<file path="src/include/periph_defs.svh">
`ifndef PERIPH_DEFS_SVH
`define PERIPH_DEFS_SVH

// -----------------------------------------------
// Bus geometry
// -----------------------------------------------
`define PERIPH_DATA_W       32

// -----------------------------------------------
// Interrupt sources
// -----------------------------------------------
// Source 0 is the timer, sources 1 to 7 are the external lines
`define PERIPH_NUM_EXT_IRQ  7
`define PERIPH_NUM_SRC      8

// Read word returned by slots with no peripheral behind them
`define PERIPH_ERR_WORD     32'hDEADBEEF

// -----------------------------------------------
// Register indices, word granular
// -----------------------------------------------
`define PERIPH_REG_CTRL     4'd0
`define PERIPH_REG_COUNT    4'd1
`define PERIPH_REG_CMP      4'd2

`define PERIPH_REG_ENABLE   4'd0
`define PERIPH_REG_PENDING  4'd1
`define PERIPH_REG_CLAIM    4'd2

`endif

</file>
<file path="src/hw/periph_pkg.sv">
`include "periph_defs.svh"

package periph_pkg;

    // -----------------------------------------------
    // Target slots
    // -----------------------------------------------
    // Slots 2 and 3 have no peripheral and answer with an error
    typedef enum logic [1:0] {
        SLOT_IRQ    = 2'd0,
        SLOT_TIMER  = 2'd1,
        SLOT_NONE_A = 2'd2,
        SLOT_NONE_B = 2'd3
    } periph_slot_e;

    // -----------------------------------------------
    // Bus address
    // -----------------------------------------------
    // Field view routes the access, raw view is the plain word
    typedef union packed {
        struct packed {
            logic [17:0]  unused_hi;
            periph_slot_e slot;
            logic [5:0]   unused_mid;
            logic [3:0]   reg_idx;
            logic [1:0]   byte_off;
        } fld;
        logic [`PERIPH_DATA_W-1:0] raw;
    } periph_addr_u;

endpackage

</file>
<file path="src/hw/periph_addr_decode.sv">
`timescale 1ns/1ps

module periph_addr_decode (
    input  logic                     psel_i,
    input  logic                     penable_i,
    input  logic                     pwrite_i,
    input  periph_pkg::periph_addr_u paddr_i,
    output logic                     tmr_we_o,
    output logic                     irq_we_o,
    output logic                     irq_re_o,
    output logic [3:0]               reg_idx_o,
    output periph_pkg::periph_slot_e slot_o,
    output logic                     err_o
);

    logic access;
    logic absent;
    logic misaligned;
    logic hit_timer;
    logic hit_irq;

    // Access phase of a transfer, the only cycle that acts
    assign access = psel_i && penable_i;

    assign slot_o    = paddr_i.fld.slot;
    assign reg_idx_o = paddr_i.fld.reg_idx;

    assign absent = (paddr_i.fld.slot == periph_pkg::SLOT_NONE_A) ||
                    (paddr_i.fld.slot == periph_pkg::SLOT_NONE_B);

    // Only whole-word accesses are supported
    assign misaligned = (paddr_i.raw[1:0] != 2'b00);

    assign err_o = access && (absent || misaligned);

    assign hit_timer = access && !err_o && (paddr_i.fld.slot == periph_pkg::SLOT_TIMER);
    assign hit_irq   = access && !err_o && (paddr_i.fld.slot == periph_pkg::SLOT_IRQ);

    // -----------------------------------------------
    // Per-target strobes
    // -----------------------------------------------
    assign tmr_we_o = hit_timer && pwrite_i;
    assign irq_we_o = hit_irq && pwrite_i;
    // Claim reads change state, so the gateway needs a read strobe
    assign irq_re_o = hit_irq && !pwrite_i;

    // Access phase is only entered from a setup phase with psel already up
    access_after_setup: assert property (@(posedge penable_i) psel_i)
        else $error("access phase began without a setup phase");

endmodule

</file>
<file path="src/hw/periph_timer.sv">
`timescale 1ns/1ps
`include "periph_defs.svh"

module periph_timer (
    input  logic                      clk_i,
    input  logic                      rst_i,
    input  logic                      we_i,
    input  logic [3:0]                reg_idx_i,
    input  logic [`PERIPH_DATA_W-1:0] wdata_i,
    output logic [`PERIPH_DATA_W-1:0] rdata_o,
    output logic                      irq_o
);

    logic                      en_q;
    logic [`PERIPH_DATA_W-1:0] count_q;
    logic [`PERIPH_DATA_W-1:0] cmp_q;
    logic                      irq_q;
    logic                      ctrl_we;
    logic                      cmp_we;
    logic                      match;

    assign ctrl_we = we_i && (reg_idx_i == `PERIPH_REG_CTRL);
    assign cmp_we  = we_i && (reg_idx_i == `PERIPH_REG_CMP);
    assign match   = en_q && (count_q == cmp_q);

    // -----------------------------------------------
    // Counter and compare
    // -----------------------------------------------
    always_ff @(posedge clk_i) begin
        if (rst_i) begin
            en_q    <= 1'b0;
            count_q <= '0;
            cmp_q   <= '0;
            irq_q   <= 1'b0;
        end else if (ctrl_we) begin
            // CTRL write acknowledges the interrupt and restarts the count
            en_q    <= wdata_i[0];
            count_q <= '0;
            irq_q   <= 1'b0;
        end else begin
            if (match) begin
                irq_q <= 1'b1;
            end
            if (cmp_we) begin
                // Restart the period on a new compare value
                cmp_q   <= wdata_i;
                count_q <= '0;
            end else if (match) begin
                count_q <= '0;
            end else if (en_q) begin
                count_q <= count_q + 1'b1;
            end
        end
    end

    // -----------------------------------------------
    // Register read
    // -----------------------------------------------
    always_comb begin
        case (reg_idx_i)
            `PERIPH_REG_CTRL:  rdata_o = {{(`PERIPH_DATA_W-1){1'b0}}, en_q};
            `PERIPH_REG_COUNT: rdata_o = count_q;
            `PERIPH_REG_CMP:   rdata_o = cmp_q;
            default:           rdata_o = '0;
        endcase
    end

    assign irq_o = irq_q;

    // Count wraps at the compare value and never runs past it
    cnt_bound: assert property (@(posedge clk_i) disable iff (rst_i)
        (en_q && (cmp_q != '0)) |=> (count_q <= cmp_q))
        else $error("timer count passed the compare value");

endmodule

</file>
<file path="src/hw/periph_irq_gateway.sv">
`timescale 1ns/1ps
`include "periph_defs.svh"

module periph_irq_gateway (
    input  logic                          clk_i,
    input  logic                          rst_i,
    input  logic                          we_i,
    input  logic                          re_i,
    input  logic [3:0]                    reg_idx_i,
    input  logic [`PERIPH_DATA_W-1:0]     wdata_i,
    input  logic                          timer_irq_i,
    input  logic [`PERIPH_NUM_EXT_IRQ-1:0] ext_irq_i,
    output logic [`PERIPH_DATA_W-1:0]     rdata_o,
    output logic                          irq_o
);

    // Ids run from 1 to the source count, 0 means nothing to claim
    localparam int ID_W = $clog2(`PERIPH_NUM_SRC + 1);

    logic [`PERIPH_NUM_SRC-1:0] src;
    logic [`PERIPH_NUM_SRC-1:0] enable_q;
    logic [`PERIPH_NUM_SRC-1:0] in_service_q;
    logic [`PERIPH_NUM_SRC-1:0] claimable;
    logic [`PERIPH_NUM_SRC-1:0] claim_mask;
    logic [`PERIPH_NUM_SRC-1:0] complete_mask;
    logic [ID_W-1:0]            claim_id;
    logic                       claim_fire;
    logic                       irq_q;

    assign src       = {ext_irq_i, timer_irq_i};
    assign claimable = src & enable_q & ~in_service_q;

    // -----------------------------------------------
    // Lowest pending source wins the claim
    // -----------------------------------------------
    always_comb begin
        claim_id   = '0;
        claim_mask = '0;
        for (int i = `PERIPH_NUM_SRC - 1; i >= 0; i--) begin
            if (claimable[i]) begin
                claim_id   = ID_W'(i + 1);
                claim_mask = `PERIPH_NUM_SRC'(1) << i;
            end
        end
    end

    assign claim_fire = re_i && (reg_idx_i == `PERIPH_REG_CLAIM) && (claim_id != '0);

    // Completion names the source by its id
    always_comb begin
        complete_mask = '0;
        for (int i = 0; i < `PERIPH_NUM_SRC; i++) begin
            complete_mask[i] = we_i && (reg_idx_i == `PERIPH_REG_CLAIM) &&
                               (wdata_i == `PERIPH_DATA_W'(i + 1));
        end
    end

    // -----------------------------------------------
    // State
    // -----------------------------------------------
    always_ff @(posedge clk_i) begin
        if (rst_i) begin
            enable_q     <= '0;
            in_service_q <= '0;
            irq_q        <= 1'b0;
        end else begin
            if (we_i && (reg_idx_i == `PERIPH_REG_ENABLE)) begin
                enable_q <= wdata_i[`PERIPH_NUM_SRC-1:0];
            end
            in_service_q <= (in_service_q | (claim_fire ? claim_mask : '0)) & ~complete_mask;
            irq_q        <= |claimable;
        end
    end

    always_comb begin
        case (reg_idx_i)
            `PERIPH_REG_ENABLE:  rdata_o = `PERIPH_DATA_W'(enable_q);
            `PERIPH_REG_PENDING: rdata_o = `PERIPH_DATA_W'(src);
            `PERIPH_REG_CLAIM:   rdata_o = `PERIPH_DATA_W'(claim_id);
            default:             rdata_o = '0;
        endcase
    end

    assign irq_o = irq_q;

    // A claim adds exactly one fresh source to the in-service set
    claim_fresh: assert property (@(posedge clk_i) disable iff (rst_i)
        (claim_fire && !we_i) |=>
            ($countones(in_service_q) == $countones($past(in_service_q)) + 1))
        else $error("claim hit a source already in service");

endmodule

</file>
<file path="src/hw/periph_resp_mux.sv">
`timescale 1ns/1ps
`include "periph_defs.svh"

module periph_resp_mux (
    input  periph_pkg::periph_slot_e  slot_i,
    input  logic                      err_i,
    input  logic [`PERIPH_DATA_W-1:0] tmr_rdata_i,
    input  logic [`PERIPH_DATA_W-1:0] irq_rdata_i,
    output logic [`PERIPH_DATA_W-1:0] prdata_o,
    output logic                      pslverr_o
);

    // -----------------------------------------------
    // Read data by slot
    // -----------------------------------------------
    always_comb begin
        case (slot_i)
            periph_pkg::SLOT_IRQ:   prdata_o = irq_rdata_i;
            periph_pkg::SLOT_TIMER: prdata_o = tmr_rdata_i;
            // Absent peripherals answer with the marker word
            default:                prdata_o = `PERIPH_ERR_WORD;
        endcase
    end

    // Decoder already flags absent slots and misaligned words
    assign pslverr_o = err_i;

endmodule

</file>
<file path="src/hw/ariane_periph_top.sv">
`timescale 1ns/1ps
`include "periph_defs.svh"

module ariane_periph_top (
    input  logic                           clk_i,
    input  logic                           rst_i,
    input  logic                           psel_i,
    input  logic                           penable_i,
    input  logic                           pwrite_i,
    input  logic [`PERIPH_DATA_W-1:0]      paddr_i,
    input  logic [`PERIPH_DATA_W-1:0]      pwdata_i,
    output logic [`PERIPH_DATA_W-1:0]      prdata_o,
    output logic                           pready_o,
    output logic                           pslverr_o,
    input  logic [`PERIPH_NUM_EXT_IRQ-1:0] ext_irq_i,
    output logic                           irq_o
);

    logic                      tmr_we;
    logic                      irq_we;
    logic                      irq_re;
    logic [3:0]                reg_idx;
    periph_pkg::periph_slot_e  slot;
    logic                      dec_err;
    logic [`PERIPH_DATA_W-1:0] tmr_rdata;
    logic [`PERIPH_DATA_W-1:0] irq_rdata;
    logic                      timer_irq;

    // Zero wait states, every access phase completes
    assign pready_o = psel_i && penable_i;

    periph_addr_decode i_decode (
        .psel_i    ( psel_i    ),
        .penable_i ( penable_i ),
        .pwrite_i  ( pwrite_i  ),
        .paddr_i   ( paddr_i   ),
        .tmr_we_o  ( tmr_we    ),
        .irq_we_o  ( irq_we    ),
        .irq_re_o  ( irq_re    ),
        .reg_idx_o ( reg_idx   ),
        .slot_o    ( slot      ),
        .err_o     ( dec_err   )
    );

    periph_timer i_timer (
        .clk_i     ( clk_i     ),
        .rst_i     ( rst_i     ),
        .we_i      ( tmr_we    ),
        .reg_idx_i ( reg_idx   ),
        .wdata_i   ( pwdata_i  ),
        .rdata_o   ( tmr_rdata ),
        .irq_o     ( timer_irq )
    );

    periph_irq_gateway i_gateway (
        .clk_i       ( clk_i     ),
        .rst_i       ( rst_i     ),
        .we_i        ( irq_we    ),
        .re_i        ( irq_re    ),
        .reg_idx_i   ( reg_idx   ),
        .wdata_i     ( pwdata_i  ),
        .timer_irq_i ( timer_irq ),
        .ext_irq_i   ( ext_irq_i ),
        .rdata_o     ( irq_rdata ),
        .irq_o       ( irq_o     )
    );

    periph_resp_mux i_resp (
        .slot_i      ( slot      ),
        .err_i       ( dec_err   ),
        .tmr_rdata_i ( tmr_rdata ),
        .irq_rdata_i ( irq_rdata ),
        .prdata_o    ( prdata_o  ),
        .pslverr_o   ( pslverr_o )
    );

endmodule

</file>
<file path="config.mk">
export PLATFORM = sky130hd
export DESIGN_NAME = ariane_periph_top
export DESIGN_NICKNAME = d
export VERILOG_FILES = /design/src/hw/periph_pkg.sv /design/src/hw/periph_addr_decode.sv /design/src/hw/periph_timer.sv /design/src/hw/periph_irq_gateway.sv /design/src/hw/periph_resp_mux.sv /design/src/hw/ariane_periph_top.sv
export VERILOG_INCLUDE_DIRS = /design/src /design/src/include
export SDC_FILE = /design/constraint.sdc
export NUM_CORES = 1
export LEC_CHECK = 0
export BUFFER_PORTS_ARGS = -buffer_cell sky130_fd_sc_hd__buf_2
export CAP_MARGIN = 10
export CORE_MARGIN = 2
export CORE_UTILIZATION = 51
export DETAILED_ROUTE_END_ITERATION = 16
export PLACE_DENSITY_LB_ADDON = 0.15
export RECOVER_POWER = 25
export SYNTH_ARGS = -nofsm -noshare
export SYNTH_HDL_FRONTEND = slang
export SYNTH_SLANG_ARGS = --single-unit
</file>
<file path="constraint.sdc">
create_clock -name clk_i -period 2.37 [get_ports clk_i]
set_input_delay 0.474 -clock clk_i [delete_from_list [all_inputs] [get_ports clk_i]]
set_output_delay 0.474 -clock clk_i [all_outputs]
set_load 0.01 [all_outputs]
</file>
# Word level (Yosys, flattened, before mapping)
# Index checks and enable logic that the tools add are counted.
# totals
elab_cells	84
reg_bits	83
output_inout_bits	35
in_bits	76
# classes
n_eq_ne	14
n_reduce_logical	35
mux	20
n_bitwise	7
n_addsub	1
# ops
operator	count
32-bit by 3-bit equality test with 1-bit output (second input constant)	4
32-bit case mux with 3 select lines	1
8-bit two-way mux	9
32-bit by 2-bit equality test with 1-bit output (second input constant)	2
32-bit case mux with 2 select lines	1
32-bit by 1-bit adder with 32-bit output (second input constant)	1
32-bit by 1-bit equality test with 1-bit output (second input constant)	1
32-bit equality test	1
32-bit by 4-bit equality test with 1-bit output (second input constant)	1
4-bit two-way mux	8
8-bit bitwise AND	3
8-bit case mux with 3 select lines	1
1-bit logical AND	23
8-bit NOT	2
8-bit bitwise OR	1
8-bit OR reduction	1
2-bit equality test (second input constant)	2
4-bit by 1-bit equality test with 1-bit output (second input constant)	1
4-bit by 2-bit equality test with 1-bit output (second input constant)	1
4-bit zero test	1
4-bit nonzero test	1
4-bit OR reduction	1
2-bit by 1-bit equality test with 1-bit output (second input constant)	1
1-bit zero test	2
other kinds (6)	7

# Depth between registers and ports, before layout
# Gate-level depths: netlist (run 1).
# depth
depth_word	15
depth_mapped	9

# Cells and area by module
# From an unflattened synthesis (run 1), not the netlist that was laid out.
# hier_totals
hier_cells	661
hier_area_um2	5437.7
# modules_own_cells
module	n_inst	area_per_inst_um2	cells_per_inst
periph_timer	1	3413.3	413
periph_irq_gateway	1	1355.0	159
periph_resp_mux	1	571.8	74
periph_addr_decode	1	91.3	14
ariane_periph_top	1	6.3	1

# Worst setup path after synthesis (run 1)
# No wires, ideal clock.
# synth_timing
path_type	input port to output port
from	in paddr_i[2]
to	out prdata_o[4]
t_arrival_ns	1.920
path_buffers	3
setup_slack_ns	-0.024
cell_stages	6
cell_sequence	buf_2 nor4b_1 clkbuf_1 clkbuf_1 a22oi_1 o22ai_1
# synth_via
elab_chain_len	3
# synth_lines
element	line_no	text
start, declared	ariane_periph_top.sv:10	input logic [`PERIPH_DATA_W-1:0] paddr_i,
4-bit by 2-bit equality test with 1-bit output (tied with other cells)	periph_timer.sv:60, periph_irq_gateway.sv:76	
32-bit case mux with 3 select lines / 8-bit case mux with 3 select lines (equally long branches)	periph_timer.sv:60, periph_irq_gateway.sv:76	
32-bit case mux with 2 select lines (*)	periph_resp_mux.sv:17	case (slot_i)
end, declared	ariane_periph_top.sv:12	output logic [`PERIPH_DATA_W-1:0] prdata_o,
# Mark *: on every way between the ends. The rest lies on a longest branch, timed or not.

# Final worst setup path (run 1)
# layout_timing
from	reg i_gateway.enable_q[3]
to	out prdata_o[3]
# layout_via
elab_chain_len	8
# layout_lines
element	line_no	text
start, declared	periph_irq_gateway.sv:21	logic [`PERIPH_NUM_SRC-1:0] enable_q;
start signal, assigned	periph_irq_gateway.sv:68	enable_q <= wdata_i[`PERIPH_NUM_SRC-1:0];
8-bit bitwise AND (2 in a row)	periph_irq_gateway.sv:31	assign claimable = src & enable_q & ~in_service_q;
4-bit two-way mux (4 in a row)	periph_irq_gateway.sv:40	if (claimable[i]) begin
8-bit case mux with 3 select lines (*)	periph_irq_gateway.sv:76	case (reg_idx_i)
32-bit case mux with 2 select lines (*)	periph_resp_mux.sv:17	
# Marked as above.

==> flow_summary.toml, run 1 <==
[critical_path]
crit_arrival_ns = 1.80
crit_type = "reg2out"
cp-end-kind = "output pin"
cp-start-kind = "flop"
required_ns = 1.90
path_max_fanout = 5

[detailed_routing]
vias = 4790
first_iter_violations = 526
wl_um = 13900
final_antenna_net_count = 0
drtPass1Iterations = 5
viasPerCell = 6.08
drc = 0
wire_per_inst_um = 17.7

[sta]
hold_violations = 0
setup_viol = 0
fin_tns_setup_ns = 0
finalCritPeriodShare_pct = 96.1
clock_skew_ns = 0.0146
finalCriticalPeriod_ns = 2.28
worstMarginPinSlew_ns = 0.700
drv_slew = 0
setup_ws_ns = 0.0922
timing.hold.ws_ns = 0.350
timing.fmax_mhz = 439
maxSlewHeadroom_pct = 53.2

[placement]
dp_hpwl_um = 10400
gp_congestion = 0.971
port_buffers = 86
post-place-ws_ns = 0.0807

[synth]
syn_avg_cell_area_sq_um = 7.99
synthCells = 589
synth_flop_cell = "dfxtp_1"
synth_edf_count = 0
yosysWarnings = 0
synth_seq_area_share_pct = 35.3
ys_async_sr_fraction_pct = 0
synth_nets = 666
ys_top_cells_by_area = "dfxtp_1 35%, xor2_1 9.5%, nand2_1 6.8%"
synth-seq-cells = 83
synth_area_sq_um = 4700
synth.distinct_cells = 51
yosysTopAreaCellShare_pct = 35.3
synth_top_area_cell = "dfxtp_1"

[outcome]
status = "completed"

[clock_network]
clock_sinks = 83
insertion_delay_ns = 0.36
ctsLongestPathBuffers = 2
htreeDepth = 3
root_buffer = "clkbuf_8"
cts_made_buffers = 9
cts.clk_slew.worst_paths_ns = 0.10
cts_tree = "yes"

[hold_path]
min_path_type = "in2reg"

[global_routing]
grt_pass1_wl_um = 22000
grt.overflow.total = 0
grt_usage_pct = 28.1
grt_pass1_vias = 4369
grt_max_degree = 47
antenna_found_initial = 0

[power]
p_leak_uw = 0.00229
power.total_uw = 2820
power.density_cell_area_nw_per_um2 = 502
irDropWorstVdd_mv = 0.384

[floorplanning]
die_h_um = 100
ios = 111
rows = 35
coreArea_sq_um = 9110
dieWidth_um = 100
die-area_sq_um = 10000
start_util_pct = 51.6

[flow_run]
max_cap_violations = 0

[layout]
antennaDiodeCount = 0
drive_gt1_share_pct = 21.3
fillCellCount = 869
ff_latch_area_sq_um = 1660
multi_input_area_sq_um = 2840
utilization_pct = 61.6
area_delta_synth_final_pct = 19.4
layout.nets = 749
## metal layers
layer	track usage (%)	wire length (um)	up-vias
met5	0	0	-
met4	8.96	248	0
met2	42.9	6330	205
met1	40.6	6350	2254
li1	-	-	2306
met3	4.46	997	25
## placed cells by master, fill, tap and decap left out, types with 7 or more instances in the layout
cell	instances
dfxtp_1	83
nand2_1	85
a22oi_1	29
xnor2_1	10
nand3_1	19
nand3b_1	7
nor2_1	32
and3_1	8
o21bai_1	19
buf_4	23
mux2i_1	11
nand4_1	20
a31oi_1	7
xor2_1	51
nor3_1	36
a21oi_1	46
buf_2	84
nor4_1	18
clkbuf_8	10
## worst max-delay path, cell delays in order, from the launching register on
cell,delay (ns)
dfxtp_1,0.36
and3b_2,0.26
nand4b_1,0.24
nor3_2,0.21
a21oi_1,0.11
nor2_1,0.13
buf_2,0.14
## registers in the layout (all words and copies together) (netlist names)
signal and flops:
i_timer.en_q 1, i_gateway.in_service_q 8, i_gateway.irq_o 1, i_timer.irq_o 1, i_timer.cmp_q 32, i_gateway.enable_q 8
i_timer.count_q 32
## per-stage QoR
stage | instance area, sq um | std cells
finish | 5620 | 788
CTS | 5610 | 783
detailed placement | 5380 | 767
floorplan | 4710 | 589
global placement | 5380 | 767
global route | 5620 | 788
## what timing repair did
| action | in CTS | in global routing |
|---|---|---|
| gates resized for setup | 1 | 4 |
| pin swaps | 0 | 1 |
| setup buffers | 0 | 5 |
| hold buffers | 0 | 0 |
| endpoints found under the setup margin | 1 | 15 |
## final timing paths
check	startpoint	to	slack, ns	depth (start not counted)
max	i_gateway.enable_q[3]$_SDFFE_PP0P_	prdata_o[3]	0.09	6
min	pwdata_i[20]	i_timer.cmp_q[20]$_SDFFE_PP0P_	0.35	3
max reg2reg	i_gateway.enable_q[3]$_SDFFE_PP0P_	i_gateway.in_service_q[5]$_SDFF_PP0_	0.26	5
min reg2reg	i_timer.cmp_q[1]$_SDFFE_PP0P_	i_timer.cmp_q[1]$_SDFFE_PP0P_	0.48	2
## synth_stat cells (5+ instances only)
cell      count
a21oi_1      46
inv_1         5
nor4_1       18
clkbuf_1     32
nand2_1      85
a22oi_1      29
a31oi_1       7
buf_2        11
mux2i_1      11
o21bai_1     19
a221oi_1      6
a211oi_1      6
nor2_1       32
dfxtp_1      83
xor2_1       51
xnor2_1      10
nand3b_1      7
nand4_1      19
and3_1        8
nor3_1       38
nand3_1      19
## where the power goes
| part | switching, uW | internal, uW | leakage [uW] | total (uW) |
|---|---|---|---|---|
| Combinational | 138 | 95.1 | 0.00150 | 233 |
| Clock | 560 | 634 | 0.000117 | 1190 |
| Sequential | 0.176 | 1390 | 0.000668 | 1390 |
## final cells by class
class | count | area share (%)
tap | 111 | 2.47
inverter | 5 | 0.334
multi-input combinational | 455 | 50.6
sequential | 83 | 29.6
clock inverter | 6 | 1.69
clock buffer | 10 | 2.45
timing repair buffer | 118 | 12.9
## logic make-up (layout without fill, tap and decap cells)
kind of cell,Yosys count,count (layout),synth area share [%]
flip-flops,83,83,35.3
multiplexers,11,11,2.34
AO/OA/AOI/OAI,129,129,18.7
adder cells (fa/ha/maj),1,1,0.266
XOR/XNOR,61,61,11.4
buffers and inverters,51,139,4.36
AND/OR/NAND/NOR,253,253,27.6
Power figures use the tool's default switching activity.
==> run 2, diff against run 1 <==
--- a/config.mk
+++ b/config.mk
@@ -13,6 +13,7 @@
 export DETAILED_ROUTE_END_ITERATION = 16
 export PLACE_DENSITY_LB_ADDON = 0.15
 export RECOVER_POWER = 25
+export REMOVE_ABC_BUFFERS = 1
 export SYNTH_ARGS = -nofsm -noshare
 export SYNTH_HDL_FRONTEND = slang
 export SYNTH_SLANG_ARGS = --single-unit
==> flow_summary.toml, run 2 (synthesis gave the netlist of run 1 again) <==
[outcome]
status = "completed"

[layout]
stdcell_area_sq_um = 5530
antennaDiodeCount = 0
area_delta_synth_final_pct = 17.6
final_common_cell = "nand2_1"
final_cell_mix = "85 x nand2_1, 83 x dfxtp_1, 83 x buf_2, 51 x xor2_1, 46 x a21oi_1"
top_regs = "i_timer.cmp_q x32, i_timer.count_q x32"
layout.nets = 745
drive_gt1_share_pct = 20.1
utilization_pct = 60.7

[detailed_routing]
drc = 0
wl_um = 13700
drtPass1Iterations = 5
final_antenna_net_count = 0
first_iter_violations = 258
viasPerCell = 6.00
wire_per_inst_um = 17.5
vias = 4703

[placement]
placed_cell_area_sq_um = 5340
dp_hpwl_um = 10200
gp_congestion = 0.873
post-place-ws_ns = 0.000957
port_buffers = 86

[power]
irDropWorstVdd_mv = 0.388
p_switching_uw = 689
switching_share_pct = 24.8
comb_power_share_pct = 8.6
p_int_uw = 2090
p_clk_share_pct = 41.2
power.density_cell_area_nw_per_um2 = 502
p_leak_uw = 0.00221
seqPwrFrac_pct = 50.2

[floorplanning]
coreArea_sq_um = 9110
die_h_um = 100
rows = 35
die-area_sq_um = 10000
start_util_pct = 51.6
ios = 111
dieWidth_um = 100

[critical_path]
crit_type = "in2out"
path_max_fanout = 23
crit_arrival_ns = 1.81
slowest_stage = "nor4b_2"
cp-start-kind = "input pin"
required_ns = 1.90
cp-end-kind = "output pin"
cpMostUsedCell = "buf_2"
path_delay_family = "buffers and inverters"
cp_slowest_stage_delay_ns = 0.25
crit_buf_inv = 4
crit_chain = "buf_2 -> nor4b_2 -> buf_4 -> buf_8 -> a22oi_1 -> o21bai_1 -> buf_2"

[global_routing]
antenna_found_initial = 0
grt_pass1_vias = 4359
grt.overflow.total = 0
grt_usage_pct = 28.2
grt_max_degree = 36
grt_pass1_wl_um = 22100

[clock_network]
cts.clk_slew.worst_paths_ns = 0.09
cts_tree = "yes"
cts_made_buffers = 9
hold_buffers = 0
ctsLongestPathBuffers = 2
clock_sinks = 83
insertion_delay_ns = 0.37
root_buffer = "clkbuf_8"
htreeDepth = 3

[hold_path]
min_path_type = "in2reg"

[sta]
worstMarginPinSlew_ns = 0.660
drv_slew = 0
clock_skew_ns = 0.00708
hold_violations = 0
fin_tns_setup_ns = 0
finalCriticalPeriod_ns = 2.29
setup_ws_ns = 0.0819
rsz0062_at_grt = "no"
finalCritPeriodShare_pct = 96.5
timing.fmax_mhz = 437
setup_viol = 0
maxSlewHeadroom_pct = 56.0

[flow_run]
max_cap_violations = 0
## run 2: per-layer routing
layer	vias up	wire [um]	track usage, %
met4	0	239	9.06
met1	2236	6090	38.9
met5	-	0	0
met3	18	1120	7.87
met2	165	6240	43.1
li1	2284	-	-
## run 2: per-stage QoR
| step | hold WS, ns | power (uW) | std cells |
|---|---|---|---|
| 4_1_cts | 0.333 | 2790 | 783 |
| 6_report | 0.348 | 2780 | 784 |
| 3_5_place_dp | 0.474 | 1660 | 767 |
| 3_3_place_gp | 0.469 | 1660 | 767 |
| 2_1_floorplan | 0.454 | 1510 | 543 |
| 5_1_grt | 0.345 | 2870 | 784 |
## run 2: path summary, 6_finish.rpt
check             depth (start not counted)  slack (ns)                               to                              from
hold / removal                            3        0.35   i_timer.cmp_q[25]$_SDFFE_PP0P_                      pwdata_i[25]
setup reg to reg                          6        0.23  i_timer.count_q[8]$_SDFFE_PP0P_  i_timer.count_q[20]$_SDFFE_PP0P_
hold reg to reg                           2        0.48    i_timer.cmp_q[1]$_SDFFE_PP0P_     i_timer.cmp_q[1]$_SDFFE_PP0P_
setup / recovery                          7        0.08                     prdata_o[10]                        paddr_i[5]
## run 2: power by group through the flow
stage / logic, uW / registers (uW) / clock network [uW]
floorplan: 81.6 / 1430 / 0
global placement: 233 / 1430 / 0
detailed placement: 236 / 1430 / 0
CTS: 237 / 1390 / 1160
global route: 258 / 1390 / 1220
finish: 239 / 1390 / 1140
## run 2: layout make-up
cell class                      instances  area, sq um
Timing Repair Buffer                  114          649
Tap cell                              111          139
Fill cell                             884         3580
Multi-Input combinational cell        455         2850
Inverter                                5         18.8
Clock buffer                           10          128
Sequential cell                        83         1660
Clock inverter                          6         88.8
## run 2: worst min-delay path, cell delays in order
cell and delay, ns:
buf_2 0.10, nand2_1 0.05, a21oi_1 0.05
## run 2: timing repair
item                                    4_1_cts  5_1_grt
pin swaps                                     0        1
resized for setup                             1        4
setup buffers                                 0        1
endpoints found under the setup margin        1        5
